$ cat src/logic/axi_write_lock_pkg.sv
`default_nettype none

package axi_write_lock_pkg;

  // One write in flight
  // Sk while data moves to slave k, Sk_WVALID while its response is pending
  typedef enum logic [2:0] {
    WLOCK_NO        = 3'd0,
    WLOCK_S0        = 3'd1,
    WLOCK_S1        = 3'd2,
    WLOCK_S2        = 3'd3,
    WLOCK_S0_WVALID = 3'd4,
    WLOCK_S1_WVALID = 3'd5,
    WLOCK_S2_WVALID = 3'd6
  } write_lock_t;

endpackage

`default_nettype wire

$ cat src/logic/axi_xbar_pkg.sv
`default_nettype none

package axi_xbar_pkg;

  // Source master carried in the low tag bits of a slave-side ID
  typedef enum logic [1:0] {
    MASTER_0 = 2'd0,
    MASTER_1 = 2'd1,
    MASTER_U = 2'd2
  } master_sel_t;

  // Write target, from address bits 17:16
  typedef enum logic [1:0] {
    SLAVE_0 = 2'd0,
    SLAVE_1 = 2'd1,
    SLAVE_2 = 2'd2
  } slave_sel_t;

  typedef enum logic [1:0] {
    RESP_OKAY   = 2'b00,
    RESP_EXOKAY = 2'b01,
    RESP_SLVERR = 2'b10,
    RESP_DECERR = 2'b11
  } resp_t;

  // Master tag width in the slave-side ID
  localparam int TAG_BITS = 4;

  function automatic master_sel_t master_of_tag(input logic [TAG_BITS-1:0] tag);
    master_sel_t m;
    case (tag)
      TAG_BITS'(0): m = MASTER_0;
      TAG_BITS'(1): m = MASTER_1;
      default:      m = MASTER_U;
    endcase
    return m;
  endfunction

endpackage

`default_nettype wire

$ cat src/logic/aw_arbiter.sv
`timescale 1ns/1ps
`default_nettype none

module aw_arbiter
  import axi_xbar_pkg::*;
  import axi_write_lock_pkg::*;
#(
  parameter int ID_WIDTH = 4,
  parameter int ADDR_WIDTH = 32,
  localparam int SID_WIDTH = ID_WIDTH + TAG_BITS
) (
  input  logic                  clk,
  input  logic                  rst_n,
  input  logic [ID_WIDTH-1:0]   m0_awid,
  input  logic [ADDR_WIDTH-1:0] m0_awaddr,
  input  logic [7:0]            m0_awlen,
  input  logic                  m0_awvalid,
  output logic                  m0_awready,
  input  logic [ID_WIDTH-1:0]   m1_awid,
  input  logic [ADDR_WIDTH-1:0] m1_awaddr,
  input  logic [7:0]            m1_awlen,
  input  logic                  m1_awvalid,
  output logic                  m1_awready,
  output logic [SID_WIDTH-1:0]  s0_awid,
  output logic [ADDR_WIDTH-1:0] s0_awaddr,
  output logic [7:0]            s0_awlen,
  output logic                  s0_awvalid,
  input  logic                  s0_awready,
  output logic [SID_WIDTH-1:0]  s1_awid,
  output logic [ADDR_WIDTH-1:0] s1_awaddr,
  output logic [7:0]            s1_awlen,
  output logic                  s1_awvalid,
  input  logic                  s1_awready,
  output logic [SID_WIDTH-1:0]  s2_awid,
  output logic [ADDR_WIDTH-1:0] s2_awaddr,
  output logic [7:0]            s2_awlen,
  output logic                  s2_awvalid,
  input  logic                  s2_awready,
  input  write_lock_t           lock,
  output logic                  aw_fire,
  output slave_sel_t            aw_slave,
  output master_sel_t           aw_master
);

  logic                  idle;
  logic                  prio_m1;
  logic                  hold_valid;
  master_sel_t           hold_master;
  logic                  gnt_valid;
  master_sel_t           grant;
  logic [ID_WIDTH-1:0]   sel_id;
  logic [ADDR_WIDTH-1:0] sel_addr;
  logic [7:0]            sel_len;
  logic                  sel_ready;
  logic                  req_valid;

  assign idle = (lock == WLOCK_NO);

  // A presented grant stays put until its transfer
  always_comb begin
    gnt_valid = 1'b1;
    grant = MASTER_0;
    if (hold_valid)
      grant = hold_master;
    else if (m0_awvalid && m1_awvalid)
      grant = prio_m1 ? MASTER_1 : MASTER_0;
    else if (m1_awvalid)
      grant = MASTER_1;
    else if (!m0_awvalid)
      gnt_valid = 1'b0;
  end

  assign sel_id   = (grant == MASTER_1) ? m1_awid : m0_awid;
  assign sel_addr = (grant == MASTER_1) ? m1_awaddr : m0_awaddr;
  assign sel_len  = (grant == MASTER_1) ? m1_awlen : m0_awlen;

  // Regions 2 and 3 fall to the default slave
  always_comb begin
    case (sel_addr[17:16])
      2'd0:    aw_slave = SLAVE_0;
      2'd1:    aw_slave = SLAVE_1;
      default: aw_slave = SLAVE_2;
    endcase
  end

  always_comb begin
    case (aw_slave)
      SLAVE_0: sel_ready = s0_awready;
      SLAVE_1: sel_ready = s1_awready;
      default: sel_ready = s2_awready;
    endcase
  end

  assign req_valid = idle && gnt_valid;
  assign aw_fire   = req_valid && sel_ready;
  assign aw_master = grant;

  assign m0_awready = aw_fire && (grant == MASTER_0);
  assign m1_awready = aw_fire && (grant == MASTER_1);

  assign s0_awid    = {sel_id, TAG_BITS'(grant)};
  assign s0_awaddr  = sel_addr;
  assign s0_awlen   = sel_len;
  assign s0_awvalid = req_valid && (aw_slave == SLAVE_0);
  assign s1_awid    = {sel_id, TAG_BITS'(grant)};
  assign s1_awaddr  = sel_addr;
  assign s1_awlen   = sel_len;
  assign s1_awvalid = req_valid && (aw_slave == SLAVE_1);
  assign s2_awid    = {sel_id, TAG_BITS'(grant)};
  assign s2_awaddr  = sel_addr;
  assign s2_awlen   = sel_len;
  assign s2_awvalid = req_valid && (aw_slave == SLAVE_2);

  always_ff @(posedge clk) begin
    if (!rst_n) begin
      prio_m1 <= 1'b0;
      hold_valid <= 1'b0;
      hold_master <= MASTER_0;
    end else begin
      if (aw_fire) begin
        // Other master goes first next time
        prio_m1 <= (grant == MASTER_0);
        hold_valid <= 1'b0;
      end else if (req_valid) begin
        hold_valid <= 1'b1;
        hold_master <= grant;
      end
    end
  end

  a_awready_idle: assert property (@(posedge clk) disable iff (!rst_n)
    (m0_awready || m1_awready) |-> (lock == WLOCK_NO));

endmodule

`default_nettype wire

$ cat src/logic/axi_write_xbar.sv
`timescale 1ns/1ps
`default_nettype none

module axi_write_xbar
  import axi_xbar_pkg::*;
  import axi_write_lock_pkg::*;
#(
  parameter int ID_WIDTH = 4,
  parameter int ADDR_WIDTH = 32,
  parameter int DATA_WIDTH = 32,
  localparam int SID_WIDTH = ID_WIDTH + TAG_BITS
) (
  input  logic                  clk,
  input  logic                  rst_n,
  // Master 0
  input  logic [ID_WIDTH-1:0]   m0_awid,
  input  logic [ADDR_WIDTH-1:0] m0_awaddr,
  input  logic [7:0]            m0_awlen,
  input  logic                  m0_awvalid,
  output logic                  m0_awready,
  input  logic [DATA_WIDTH-1:0] m0_wdata,
  input  logic                  m0_wlast,
  input  logic                  m0_wvalid,
  output logic                  m0_wready,
  output logic [ID_WIDTH-1:0]   m0_bid,
  output logic [1:0]            m0_bresp,
  output logic                  m0_bvalid,
  input  logic                  m0_bready,
  // Master 1
  input  logic [ID_WIDTH-1:0]   m1_awid,
  input  logic [ADDR_WIDTH-1:0] m1_awaddr,
  input  logic [7:0]            m1_awlen,
  input  logic                  m1_awvalid,
  output logic                  m1_awready,
  input  logic [DATA_WIDTH-1:0] m1_wdata,
  input  logic                  m1_wlast,
  input  logic                  m1_wvalid,
  output logic                  m1_wready,
  output logic [ID_WIDTH-1:0]   m1_bid,
  output logic [1:0]            m1_bresp,
  output logic                  m1_bvalid,
  input  logic                  m1_bready,
  // Slave 0
  output logic [SID_WIDTH-1:0]  s0_awid,
  output logic [ADDR_WIDTH-1:0] s0_awaddr,
  output logic [7:0]            s0_awlen,
  output logic                  s0_awvalid,
  input  logic                  s0_awready,
  output logic [DATA_WIDTH-1:0] s0_wdata,
  output logic                  s0_wlast,
  output logic                  s0_wvalid,
  input  logic                  s0_wready,
  input  logic [SID_WIDTH-1:0]  s0_bid,
  input  logic [1:0]            s0_bresp,
  input  logic                  s0_bvalid,
  output logic                  s0_bready,
  // Slave 1
  output logic [SID_WIDTH-1:0]  s1_awid,
  output logic [ADDR_WIDTH-1:0] s1_awaddr,
  output logic [7:0]            s1_awlen,
  output logic                  s1_awvalid,
  input  logic                  s1_awready,
  output logic [DATA_WIDTH-1:0] s1_wdata,
  output logic                  s1_wlast,
  output logic                  s1_wvalid,
  input  logic                  s1_wready,
  input  logic [SID_WIDTH-1:0]  s1_bid,
  input  logic [1:0]            s1_bresp,
  input  logic                  s1_bvalid,
  output logic                  s1_bready,
  // Slave 2, default region
  output logic [SID_WIDTH-1:0]  s2_awid,
  output logic [ADDR_WIDTH-1:0] s2_awaddr,
  output logic [7:0]            s2_awlen,
  output logic                  s2_awvalid,
  input  logic                  s2_awready,
  output logic [DATA_WIDTH-1:0] s2_wdata,
  output logic                  s2_wlast,
  output logic                  s2_wvalid,
  input  logic                  s2_wready,
  input  logic [SID_WIDTH-1:0]  s2_bid,
  input  logic [1:0]            s2_bresp,
  input  logic                  s2_bvalid,
  output logic                  s2_bready
);

  logic        aw_fire;
  slave_sel_t  aw_slave;
  master_sel_t aw_master;
  write_lock_t lock;
  logic        b_fire;

  aw_arbiter #(
    .ID_WIDTH(ID_WIDTH),
    .ADDR_WIDTH(ADDR_WIDTH)
  ) u_aw_arbiter (.*);

  w_router #(
    .DATA_WIDTH(DATA_WIDTH)
  ) u_w_router (.*);

  b_return #(
    .ID_WIDTH(ID_WIDTH)
  ) u_b_return (.*);

endmodule

`default_nettype wire

$ cat src/logic/b_return.sv
`timescale 1ns/1ps
`default_nettype none

module b_return
  import axi_xbar_pkg::*;
  import axi_write_lock_pkg::*;
#(
  parameter int ID_WIDTH = 4,
  localparam int SID_WIDTH = ID_WIDTH + TAG_BITS
) (
  input  write_lock_t          lock,
  input  logic [SID_WIDTH-1:0] s0_bid,
  input  logic [1:0]           s0_bresp,
  input  logic                 s0_bvalid,
  output logic                 s0_bready,
  input  logic [SID_WIDTH-1:0] s1_bid,
  input  logic [1:0]           s1_bresp,
  input  logic                 s1_bvalid,
  output logic                 s1_bready,
  input  logic [SID_WIDTH-1:0] s2_bid,
  input  logic [1:0]           s2_bresp,
  input  logic                 s2_bvalid,
  output logic                 s2_bready,
  output logic [ID_WIDTH-1:0]  m0_bid,
  output logic [1:0]           m0_bresp,
  output logic                 m0_bvalid,
  input  logic                 m0_bready,
  output logic [ID_WIDTH-1:0]  m1_bid,
  output logic [1:0]           m1_bresp,
  output logic                 m1_bvalid,
  input  logic                 m1_bready,
  output logic                 b_fire
);

  slave_sel_t           bsel;
  logic                 bsel_valid;
  logic [SID_WIDTH-1:0] sel_bid;
  logic [1:0]           sel_bresp;
  logic                 sel_bvalid;
  logic                 sel_bready;
  master_sel_t          bmaster;

  // Only a pending response state opens a slave's B channel
  always_comb begin
    bsel = SLAVE_0;
    bsel_valid = 1'b1;
    case (lock)
      WLOCK_S0_WVALID: bsel = SLAVE_0;
      WLOCK_S1_WVALID: bsel = SLAVE_1;
      WLOCK_S2_WVALID: bsel = SLAVE_2;
      default:         bsel_valid = 1'b0;
    endcase
  end

  always_comb begin
    sel_bid = '0;
    sel_bresp = 2'b00;
    sel_bvalid = 1'b0;
    if (bsel_valid) begin
      case (bsel)
        SLAVE_0: begin
          sel_bid = s0_bid;
          sel_bresp = s0_bresp;
          sel_bvalid = s0_bvalid;
        end
        SLAVE_1: begin
          sel_bid = s1_bid;
          sel_bresp = s1_bresp;
          sel_bvalid = s1_bvalid;
        end
        default: begin
          sel_bid = s2_bid;
          sel_bresp = s2_bresp;
          sel_bvalid = s2_bvalid;
        end
      endcase
    end
  end

  assign bmaster = master_of_tag(sel_bid[TAG_BITS-1:0]);

  // Unknown tag has no master to accept it
  assign sel_bready = ((bmaster == MASTER_0) && m0_bready) ||
                      ((bmaster == MASTER_1) && m1_bready);

  assign s0_bready = bsel_valid && (bsel == SLAVE_0) && sel_bready;
  assign s1_bready = bsel_valid && (bsel == SLAVE_1) && sel_bready;
  assign s2_bready = bsel_valid && (bsel == SLAVE_2) && sel_bready;

  always_comb begin
    m0_bid = '0;
    m0_bresp = 2'b00;
    m0_bvalid = 1'b0;
    m1_bid = '0;
    m1_bresp = 2'b00;
    m1_bvalid = 1'b0;
    case (bmaster)
      MASTER_0: begin
        m0_bid = sel_bid[SID_WIDTH-1:TAG_BITS];
        m0_bresp = sel_bresp;
        m0_bvalid = sel_bvalid;
      end
      MASTER_1: begin
        m1_bid = sel_bid[SID_WIDTH-1:TAG_BITS];
        m1_bresp = sel_bresp;
        m1_bvalid = sel_bvalid;
      end
      default: ;
    endcase
  end

  assign b_fire = sel_bvalid && sel_bready;

  always_comb begin
    a_bready_onehot: assert ($onehot0({s0_bready, s1_bready, s2_bready}));
  end

endmodule

`default_nettype wire

$ cat src/logic/w_router.sv
`timescale 1ns/1ps
`default_nettype none

module w_router
  import axi_xbar_pkg::*;
  import axi_write_lock_pkg::*;
#(
  parameter int DATA_WIDTH = 32
) (
  input  logic                  clk,
  input  logic                  rst_n,
  input  logic                  aw_fire,
  input  slave_sel_t            aw_slave,
  input  master_sel_t           aw_master,
  input  logic [DATA_WIDTH-1:0] m0_wdata,
  input  logic                  m0_wlast,
  input  logic                  m0_wvalid,
  output logic                  m0_wready,
  input  logic [DATA_WIDTH-1:0] m1_wdata,
  input  logic                  m1_wlast,
  input  logic                  m1_wvalid,
  output logic                  m1_wready,
  output logic [DATA_WIDTH-1:0] s0_wdata,
  output logic                  s0_wlast,
  output logic                  s0_wvalid,
  input  logic                  s0_wready,
  output logic [DATA_WIDTH-1:0] s1_wdata,
  output logic                  s1_wlast,
  output logic                  s1_wvalid,
  input  logic                  s1_wready,
  output logic [DATA_WIDTH-1:0] s2_wdata,
  output logic                  s2_wlast,
  output logic                  s2_wvalid,
  input  logic                  s2_wready,
  input  logic                  b_fire,
  output write_lock_t           lock
);

  write_lock_t           lock_next;
  master_sel_t           gnt_master;
  logic                  in_data;
  logic                  in_resp;
  logic [DATA_WIDTH-1:0] src_wdata;
  logic                  src_wlast;
  logic                  src_wvalid;
  logic                  dst_wready;
  logic                  w_last_fire;

  assign in_data = (lock == WLOCK_S0) || (lock == WLOCK_S1) || (lock == WLOCK_S2);
  assign in_resp = (lock == WLOCK_S0_WVALID) || (lock == WLOCK_S1_WVALID) ||
                   (lock == WLOCK_S2_WVALID);

  assign src_wdata  = (gnt_master == MASTER_1) ? m1_wdata : m0_wdata;
  assign src_wlast  = (gnt_master == MASTER_1) ? m1_wlast : m0_wlast;
  assign src_wvalid = in_data && ((gnt_master == MASTER_1) ? m1_wvalid : m0_wvalid);

  always_comb begin
    case (lock)
      WLOCK_S0: dst_wready = s0_wready;
      WLOCK_S1: dst_wready = s1_wready;
      WLOCK_S2: dst_wready = s2_wready;
      default:  dst_wready = 1'b0;
    endcase
  end

  assign w_last_fire = src_wvalid && dst_wready && src_wlast;

  assign m0_wready = in_data && (gnt_master == MASTER_0) && dst_wready;
  assign m1_wready = in_data && (gnt_master == MASTER_1) && dst_wready;

  assign s0_wdata  = src_wdata;
  assign s0_wlast  = src_wlast;
  assign s0_wvalid = src_wvalid && (lock == WLOCK_S0);
  assign s1_wdata  = src_wdata;
  assign s1_wlast  = src_wlast;
  assign s1_wvalid = src_wvalid && (lock == WLOCK_S1);
  assign s2_wdata  = src_wdata;
  assign s2_wlast  = src_wlast;
  assign s2_wvalid = src_wvalid && (lock == WLOCK_S2);

  always_comb begin
    lock_next = lock;
    case (lock)
      WLOCK_NO: begin
        if (aw_fire) begin
          case (aw_slave)
            SLAVE_0: lock_next = WLOCK_S0;
            SLAVE_1: lock_next = WLOCK_S1;
            default: lock_next = WLOCK_S2;
          endcase
        end
      end
      WLOCK_S0: if (w_last_fire) lock_next = WLOCK_S0_WVALID;
      WLOCK_S1: if (w_last_fire) lock_next = WLOCK_S1_WVALID;
      WLOCK_S2: if (w_last_fire) lock_next = WLOCK_S2_WVALID;
      default:  if (b_fire) lock_next = WLOCK_NO;
    endcase
  end

  always_ff @(posedge clk) begin
    if (!rst_n) begin
      lock <= WLOCK_NO;
      gnt_master <= MASTER_0;
    end else begin
      lock <= lock_next;
      if (aw_fire)
        gnt_master <= aw_master;
    end
  end

  // Response states hold until the B transfer
  a_resp_hold: assert property (@(posedge clk) disable iff (!rst_n)
    in_resp && !b_fire |=> lock == $past(lock));

  a_no_w_idle: assert property (@(posedge clk) disable iff (!rst_n)
    (lock == WLOCK_NO) |-> !(s0_wvalid || s1_wvalid || s2_wvalid));

endmodule

`default_nettype wire

$ cat config.mk
export PLATFORM = sky130hd
export DESIGN_NAME = axi_write_xbar
export DESIGN_NICKNAME = d
export VERILOG_FILES = /design/src/logic/axi_write_lock_pkg.sv /design/src/logic/axi_xbar_pkg.sv /design/src/logic/aw_arbiter.sv /design/src/logic/axi_write_xbar.sv /design/src/logic/b_return.sv /design/src/logic/w_router.sv
export SDC_FILE = /design/constraint.sdc
export NUM_CORES = 1
export LEC_CHECK = 0
export ABC_AREA = 1
export BUFFER_PORTS_ARGS = -buffer_cell sky130_fd_sc_hd__buf_2
export CAP_MARGIN = 10
export CORE_AREA = 2 2 181 183
export DETAILED_ROUTE_END_ITERATION = 8
export DIE_AREA = 0 0 183 185
export PLACE_DENSITY = 0.32
export SLEW_MARGIN = 20
export SYNTH_ARGS = -nofsm -noshare
export SYNTH_HDL_FRONTEND = slang
export SYNTH_SLANG_ARGS = --single-unit
$ cat constraint.sdc
create_clock -name clk -period 2.36 [get_ports clk]
set_clock_uncertainty 0.2 [all_clocks]
set_input_delay 0.472 -clock clk [delete_from_list [all_inputs] [get_ports clk]]
set_output_delay 0.472 -clock clk [all_outputs]
set_load 0.005 [all_outputs]
Yosys cells after proc, flatten, opt, wreduce, memory -nomap -nowiden:

Index checks and enable logic that the tools add are counted.

* flip-flop bits (word level): 9
* input bits: 201
* logic and storage cells: 108

* equality and inequality tests: 19
* mux-type cells: 39
* bitwise logic cells: 2
* reduce and logical (&&, ||, !) cells: 43

Operator list (count)
* $mux 32: 2
* $logic_and 1x1->1: 27
* $pmux 2 s2: 5
* $mux 8: 2
* $pmux 8 s2: 1
* $mux 3: 5
* $eq 2x1->1 const B: 6
* $logic_not 2->1: 6
* $mux 1: 12
* $mux 4: 3
* $pmux 3 s4: 1
* $mux 2: 5
* $eq 3x3->1 const B: 3
* $ne 2x1->1 const B: 4
* $eq 3x2->1 const B: 2
* $reduce_and 5->1: 1
* $reduce_bool 5->1: 1
* $eq 2x2->1 const B: 2
* $eq 4x1->1 const B: 1
* $logic_not 4->1: 1
* $pmux 1 s2: 2
* $eq 3x1->1 const B: 1
* $logic_not 3->1: 1
* $logic_or 1x1->1: 3
* other kinds (5): 6

Depth between registers and ports, before layout:

* word-level depth: 13
* mapped depth: 15
* depth with buffers taken out: 15

By module:

From an unflattened synthesis, not the netlist that was laid out.

* cell total of the unflattened synthesis: 456
* area total of the unflattened synthesis: 3301.9 um^2

Modules (own cells, without submodules)
* aw_arbiter: times used 1, cells each 204, area each 1646.6 um^2
* w_router: times used 1, cells each 165, area each 1232.4 um^2
* b_return: times used 1, cells each 87, area each 422.9 um^2

Worst setup path before layout:

No wires, ideal clock.

* path type: in2out
* from: input port m1_awvalid
* to: output port s1_awaddr[0]
* arrival: 1555 ps
* data required time: 1688 ps
* path slack: 133 ps
* stages: 8
* buffers on the path: 2
* cell sequence: inv_1 -> nor2_1 -> nand2_1 -> nand2_4 -> nand2_4 -> buf_2 -> mux2_2 -> buf_4

* cells in the longest elaborated chain, start to end: 5
* elaborated cells between the ends (all ways): 6
* those cells by class: 1 x eq/ne; 4 x mux; 1 x reduce/logical

Ends and longest elaborated chain
* from (decl): line axi_write_xbar.sv:33 `input logic m1_awvalid,`
* $mux 1 or $logic_and 1x1->1 (tied branches): line aw_arbiter.sv:67, aw_arbiter.sv:65
* $mux 2 (*): line aw_arbiter.sv:65 `else if (m0_awvalid && m1_awvalid)`
* $mux 2 (*): line aw_arbiter.sv:63 `if (hold_valid)`
* via s0_awid[0]: line axi_write_xbar.sv:44 `output logic [SID_WIDTH-1:0] s0_awid,`
* $eq 2x1->1 (*): line aw_arbiter.sv:74 `assign sel_addr = (grant == MASTER_1) ? m1_awaddr : m0_awaddr;`
* $mux 32 (*): line aw_arbiter.sv:74
* to (decl): line axi_write_xbar.sv:59 `output logic [ADDR_WIDTH-1:0] s1_awaddr,`

The timed path passes the listed nets; every way through them passes the cells marked *.

Final worst setup path:

* from: register u_w_router.lock[1]
* to: output port s0_bready

* cells in the longest elaborated chain, start to end: 11
* elaborated cells between the ends (all ways): 20
* those cells by class: 6 x eq/ne; 5 x mux; 9 x reduce/logical

Ends and longest elaborated chain
* from (decl): line w_router.sv:36 `output write_lock_t lock`
* from (signal assigned): line w_router.sv:105 `lock <= lock_next;`
* $eq 3x3->1: line b_return.sv:47 `case (lock)`
* $pmux 2 s2: line b_return.sv:47
* $eq 2x1->1 or $logic_not 2->1 (tied branches): line b_return.sv:60, b_return.sv:86
* $pmux 8 s2: line b_return.sv:60 `case (bsel)`
* $mux 8: line b_return.sv:59 `if (bsel_valid) begin`
* $eq 4x1->1 or $logic_not 4->1 (tied branches): line axi_xbar_pkg.sv:31 `case (tag)`
* $pmux 2 s2: line axi_xbar_pkg.sv:31
* $eq 2x1->1 or $logic_not 2->1 (tied branches): line b_return.sv:84, b_return.sv:83
* $logic_and 1x1->1, on equally long branches: line b_return.sv:84, b_return.sv:83
* $logic_or 1x1->1: line b_return.sv:83 `assign sel_bready = ((bmaster == MASTER_0) && m0_bready) ||`
* $logic_and 1x1->1 (*): line b_return.sv:86 `assign s0_bready = bsel_valid && (bsel == SLAVE_0) && sel_bready;`
* to (decl): line axi_write_xbar.sv:56 `output logic s0_bready,`

Mark *: on every way between the ends. The rest lies on a longest branch, timed or not.

==> summary.txt <==
Outcome
  • Status: finished with violations
  • Failing checks: negative setup slack

Routing
  • Routed WL: 17900 um
  • Number of DRC markers in iteration 0: 88
  • Avg WL per Cell: around 14 um
  • Post-DR vias/cell: ~3.4
  • Drt first pass iters: 5
  • Drc violations: 0
  • Vias post-DR: 4265
  • Detail Route Antenna Nets: 0

Synthesis
  • Top cell type's share of synthesized area: 0.389
  • Mapped Avg Cell Area: 6.26 um^2
  • Post-synth cell types: 32
  • Sequential area share after synthesis: 0.0569
  • Synth top area cells: buf_4 (39%), nand2_1 (18%), mux2_2 (15%)
  • Mapped cell area: between 3000 and 4000 um^2
  • Synth Instances: ~500
  • Seq cells post-synth: 9
  • Top cell type by total area after synthesis: buf_4
  • Synth warnings: 0

Setup path
  • Worst-path cell chain: buf_8 > inv_6 > nand4_1 > nand2_1 > inv_2 > a21oi_4 > nand3_2 > nand2_2 > nand2_2 > nor2_1 > buf_2
  • Critical path's slowest cell: dfxtp_2
  • RR Endpoint: u_w_router.lock[1]
  • FF-to-FF path depth: 13
  • Largest delay share family, worst path: simple AND/OR/NAND/NOR gates
  • Worst r2r src: u_w_router.lock[1]
  • Critical path buffer and inverter count: 4
  • Crit path required time: roughly 1700 ps
  • CP peak stage delay: 320 ps
  • Largest fanout on the critical path: 6
  • WP data arrival: approximately 1700 ps
  • Critical path capture point type: primary output
  • Cell mode on critical path: nand2_2
  • Crit path launch type: register
  • R2r setup slk: 350 ps
  • WS Path Type: reg2out
  • Cell depth of the worst setup path: 11

Floorplanning
  • Core ar.: about 32000 um^2
  • Top Ports: approximately 470
  • Width of the die: around 180 um
  • Die Footprint: 33900 um^2
  • Starting Density: 0.0989
  • Rows: 66
  • Chip Height: ~190 um

Final layout
  • Fin nets: ~1000
  • Area Overhead vs Synth: 76.3%
  • Seq. cell area: around 190 um^2
  • Fillers: between 3000 and 4000
  • Most frequent cells in the layout: buf_2 (459), nand2_1 (138), buf_4 (35)
  • Most common cell after layout, fill and taps aside: buf_2
  • Multi-input logic area: 1930 um^2
  • Post-Layout Cell Count: about 1300
  • Fraction of layout cells with a size suffix above 1: 0.731

Hold path
  • Hold path start: u_aw_arbiter.hold_master[0]
  • Hold WC Path Type: reg2reg
  • Hold EP: u_aw_arbiter.hold_master[0]
  • Hold depth: 2

CTS
  • Clock sinks: 9
  • CTS tree: yes
  • Clk_lat worst skew: ~230 ps
  • Root Buffer: clkbuf_16
  • Hold Buf Count CTS: 0
  • CTS max path bufs: 2
  • H-Tree Depth: 1
  • Num CTS Buffers: 3
  • Reg clk slew, reported paths: ~40 ps

Global routing
  • Vias in the first global route: 3877
  • GRT Util Overall: 0.0949
  • First-pass GRT wire length: roughly 24000 um
  • Largest net degree at the start of global routing: 29
  • Total grt overflow: 0
  • Antenna violations before repair: 2

Timing
  • Fin. max-slew vios: 0
  • Worst setup margin: -24.2 ps
  • # setup viols final: 3
  • Worst hold slack: 244 ps
  • Max Clock Freq: roughly 420 MHz
  • RSZ-0062 raised after global routing: true
  • Final Cycle Share: 1.01
  • Endpoints failing hold: 0
  • Tmin final: 2380 ps

Power and ir drop
  • Int Pwr: roughly 2300 uW
  • Combinational group share of total power: 0.874
  • Clock share of power: 0.067
  • PD cells: between 700 and 800 nW/um^2
  • Max VDD drop: roughly 240 uV
  • Switching share of power: 0.480
  • Leakage: 0.00333 uW
  • Sequential share of power: 0.059
  • P_sw: between 2000 and 2500 uW

Place
  • Detailed placer's ending HPWL: 16100 um
  • Cells after DPL: between 1000 and 1500
  • # port buffers: ~460
  • Placer Congestion: around 0.82

Run
  • Max Cap Violations: 0
==> worst register-to-register path, stage by stage (launching register included) <==
cell and delay [ps]:
dfxtp_2 320, buf_8 150, inv_6 70, nand4_1 120, nand2_1 110, inv_2 40
a21oi_4 180, nand3_2 90, nand2_2 90, nand2_1 90, a21oi_2 230, nand3_1 100
nand2_1 70, nor2_1 40
==> per-stage QoR <==
stage               total power (uW)  TNS (ps)  setup WS, ps   util  cell area, um^2
finish                          4390     -46.1         -24.2  0.174             5580
detailed placement              3740     -3720          -189  0.156             4990
global route                    4830      -930          -110  0.174             5580
floorplan                       2730         0           133      -             3190
global placement                3770     -4780          -140  0.156             4990
CTS                             4320     -2480         -81.2  0.167             5340
==> cells by family (layout without fill, tap and decap cells) <==
group | Yosys count | after routing | share of synthesized area
AND/OR/NAND/NOR | 221 | 221 | 0.291
buffers and inverters | 204 | 540 | 0.438
multiplexers | 42 | 42 | 0.149
AO/OA/AOI/OAI | 29 | 29 | 0.0636
flip-flops | 9 | 9 | 0.0569
other | 1 | 8 | 0.00118
==> power groups by stage <==
stage	clock network [uW]	registers, uW	logic, uW
4_1_cts	307	244	3770
6_report	296	258	3840
3_5_place_dp	0	240	3500
5_1_grt	311	264	4260
3_3_place_gp	0	240	3530
2_1_floorplan	0	246	2480
==> cells in the mapped netlist <==
| library cell | number |
|---|---|
| a21oi_1 | 8 |
| a211oi_1 | 1 |
| nand4_1 | 2 |
| nand2_1 | 151 |
| a21boi_0 | 1 |
| dfxtp_1 | 9 |
| clkbuf_1 | 6 |
| nand3_1 | 14 |
| buf_2 | 5 |
| nor3_1 | 4 |
| a31oi_1 | 1 |
| mux2_2 | 42 |
| or2_2 | 1 |
| buf_4 | 164 |
| inv_1 | 22 |
| a21oi_2 | 3 |
| nor4_1 | 1 |
| o21ai_0 | 3 |
| nand3b_1 | 2 |
| o21a_1 | 1 |
| nand2_4 | 4 |
| conb_1 | 1 |
| nand3_2 | 2 |
| o21ai_1 | 2 |
| nand2_2 | 3 |
| o21ai_2 | 1 |
| o22ai_2 | 1 |
| o31ai_1 | 1 |
| nor2_2 | 1 |
| inv_2 | 7 |
| nor2_1 | 36 |
| a31o_2 | 6 |
==> layout make-up <==
class,instances,area share
Antenna cell,2,0.000896
Tap cell,408,0.0914
Sequential cell,9,0.0341
Inverter,29,0.0222
Timing Repair Buffer,507,0.492
Multi-Input combinational cell,298,0.345
Clock buffer,4,0.0141
==> timing repair <==
| action | CTS | global route |
|---|---|---|
| setup buffers | 7 | 5 |
| pin swaps | 12 | 15 |
| cloned | 1 | 0 |
| endpoints found under the setup margin | 121 | 194 |
| gates resized for setup | 46 | 58 |
==> layer usage <==
layer | wire, um | track usage | up-vias
met5 | 0 | 0 | -
met2 | 9370 | 0.179 | 246
met4 | 394 | 0.0278 | 0
met3 | 1260 | 0.0191 | 12
met1 | 6920 | 0.107 | 1897
li1 | - | - | 2110
==> worst max-delay path by stage <==
stage                                        from            to  slack, ps
after floorplan                        m1_awvalid  s1_awaddr[0]        130
after CTS                              m1_awvalid    m0_awready        -80
final                          u_w_router.lock[1]     s0_bready        -20
after global routing      u_aw_arbiter.hold_valid    m0_awready       -110
after detailed placement               m1_awvalid    m0_awready       -190
after global placement                 m1_awvalid    m0_awready       -140
==> flip-flops by register name, summed over array words and instances, names as in the netlist <==
register / count
u_aw_arbiter.hold_master: 2
u_aw_arbiter.hold_valid: 1
u_aw_arbiter.prio_m1: 1
u_w_router.gnt_master: 2
u_w_router.lock: 3
(Power assumes the default switching activity.)
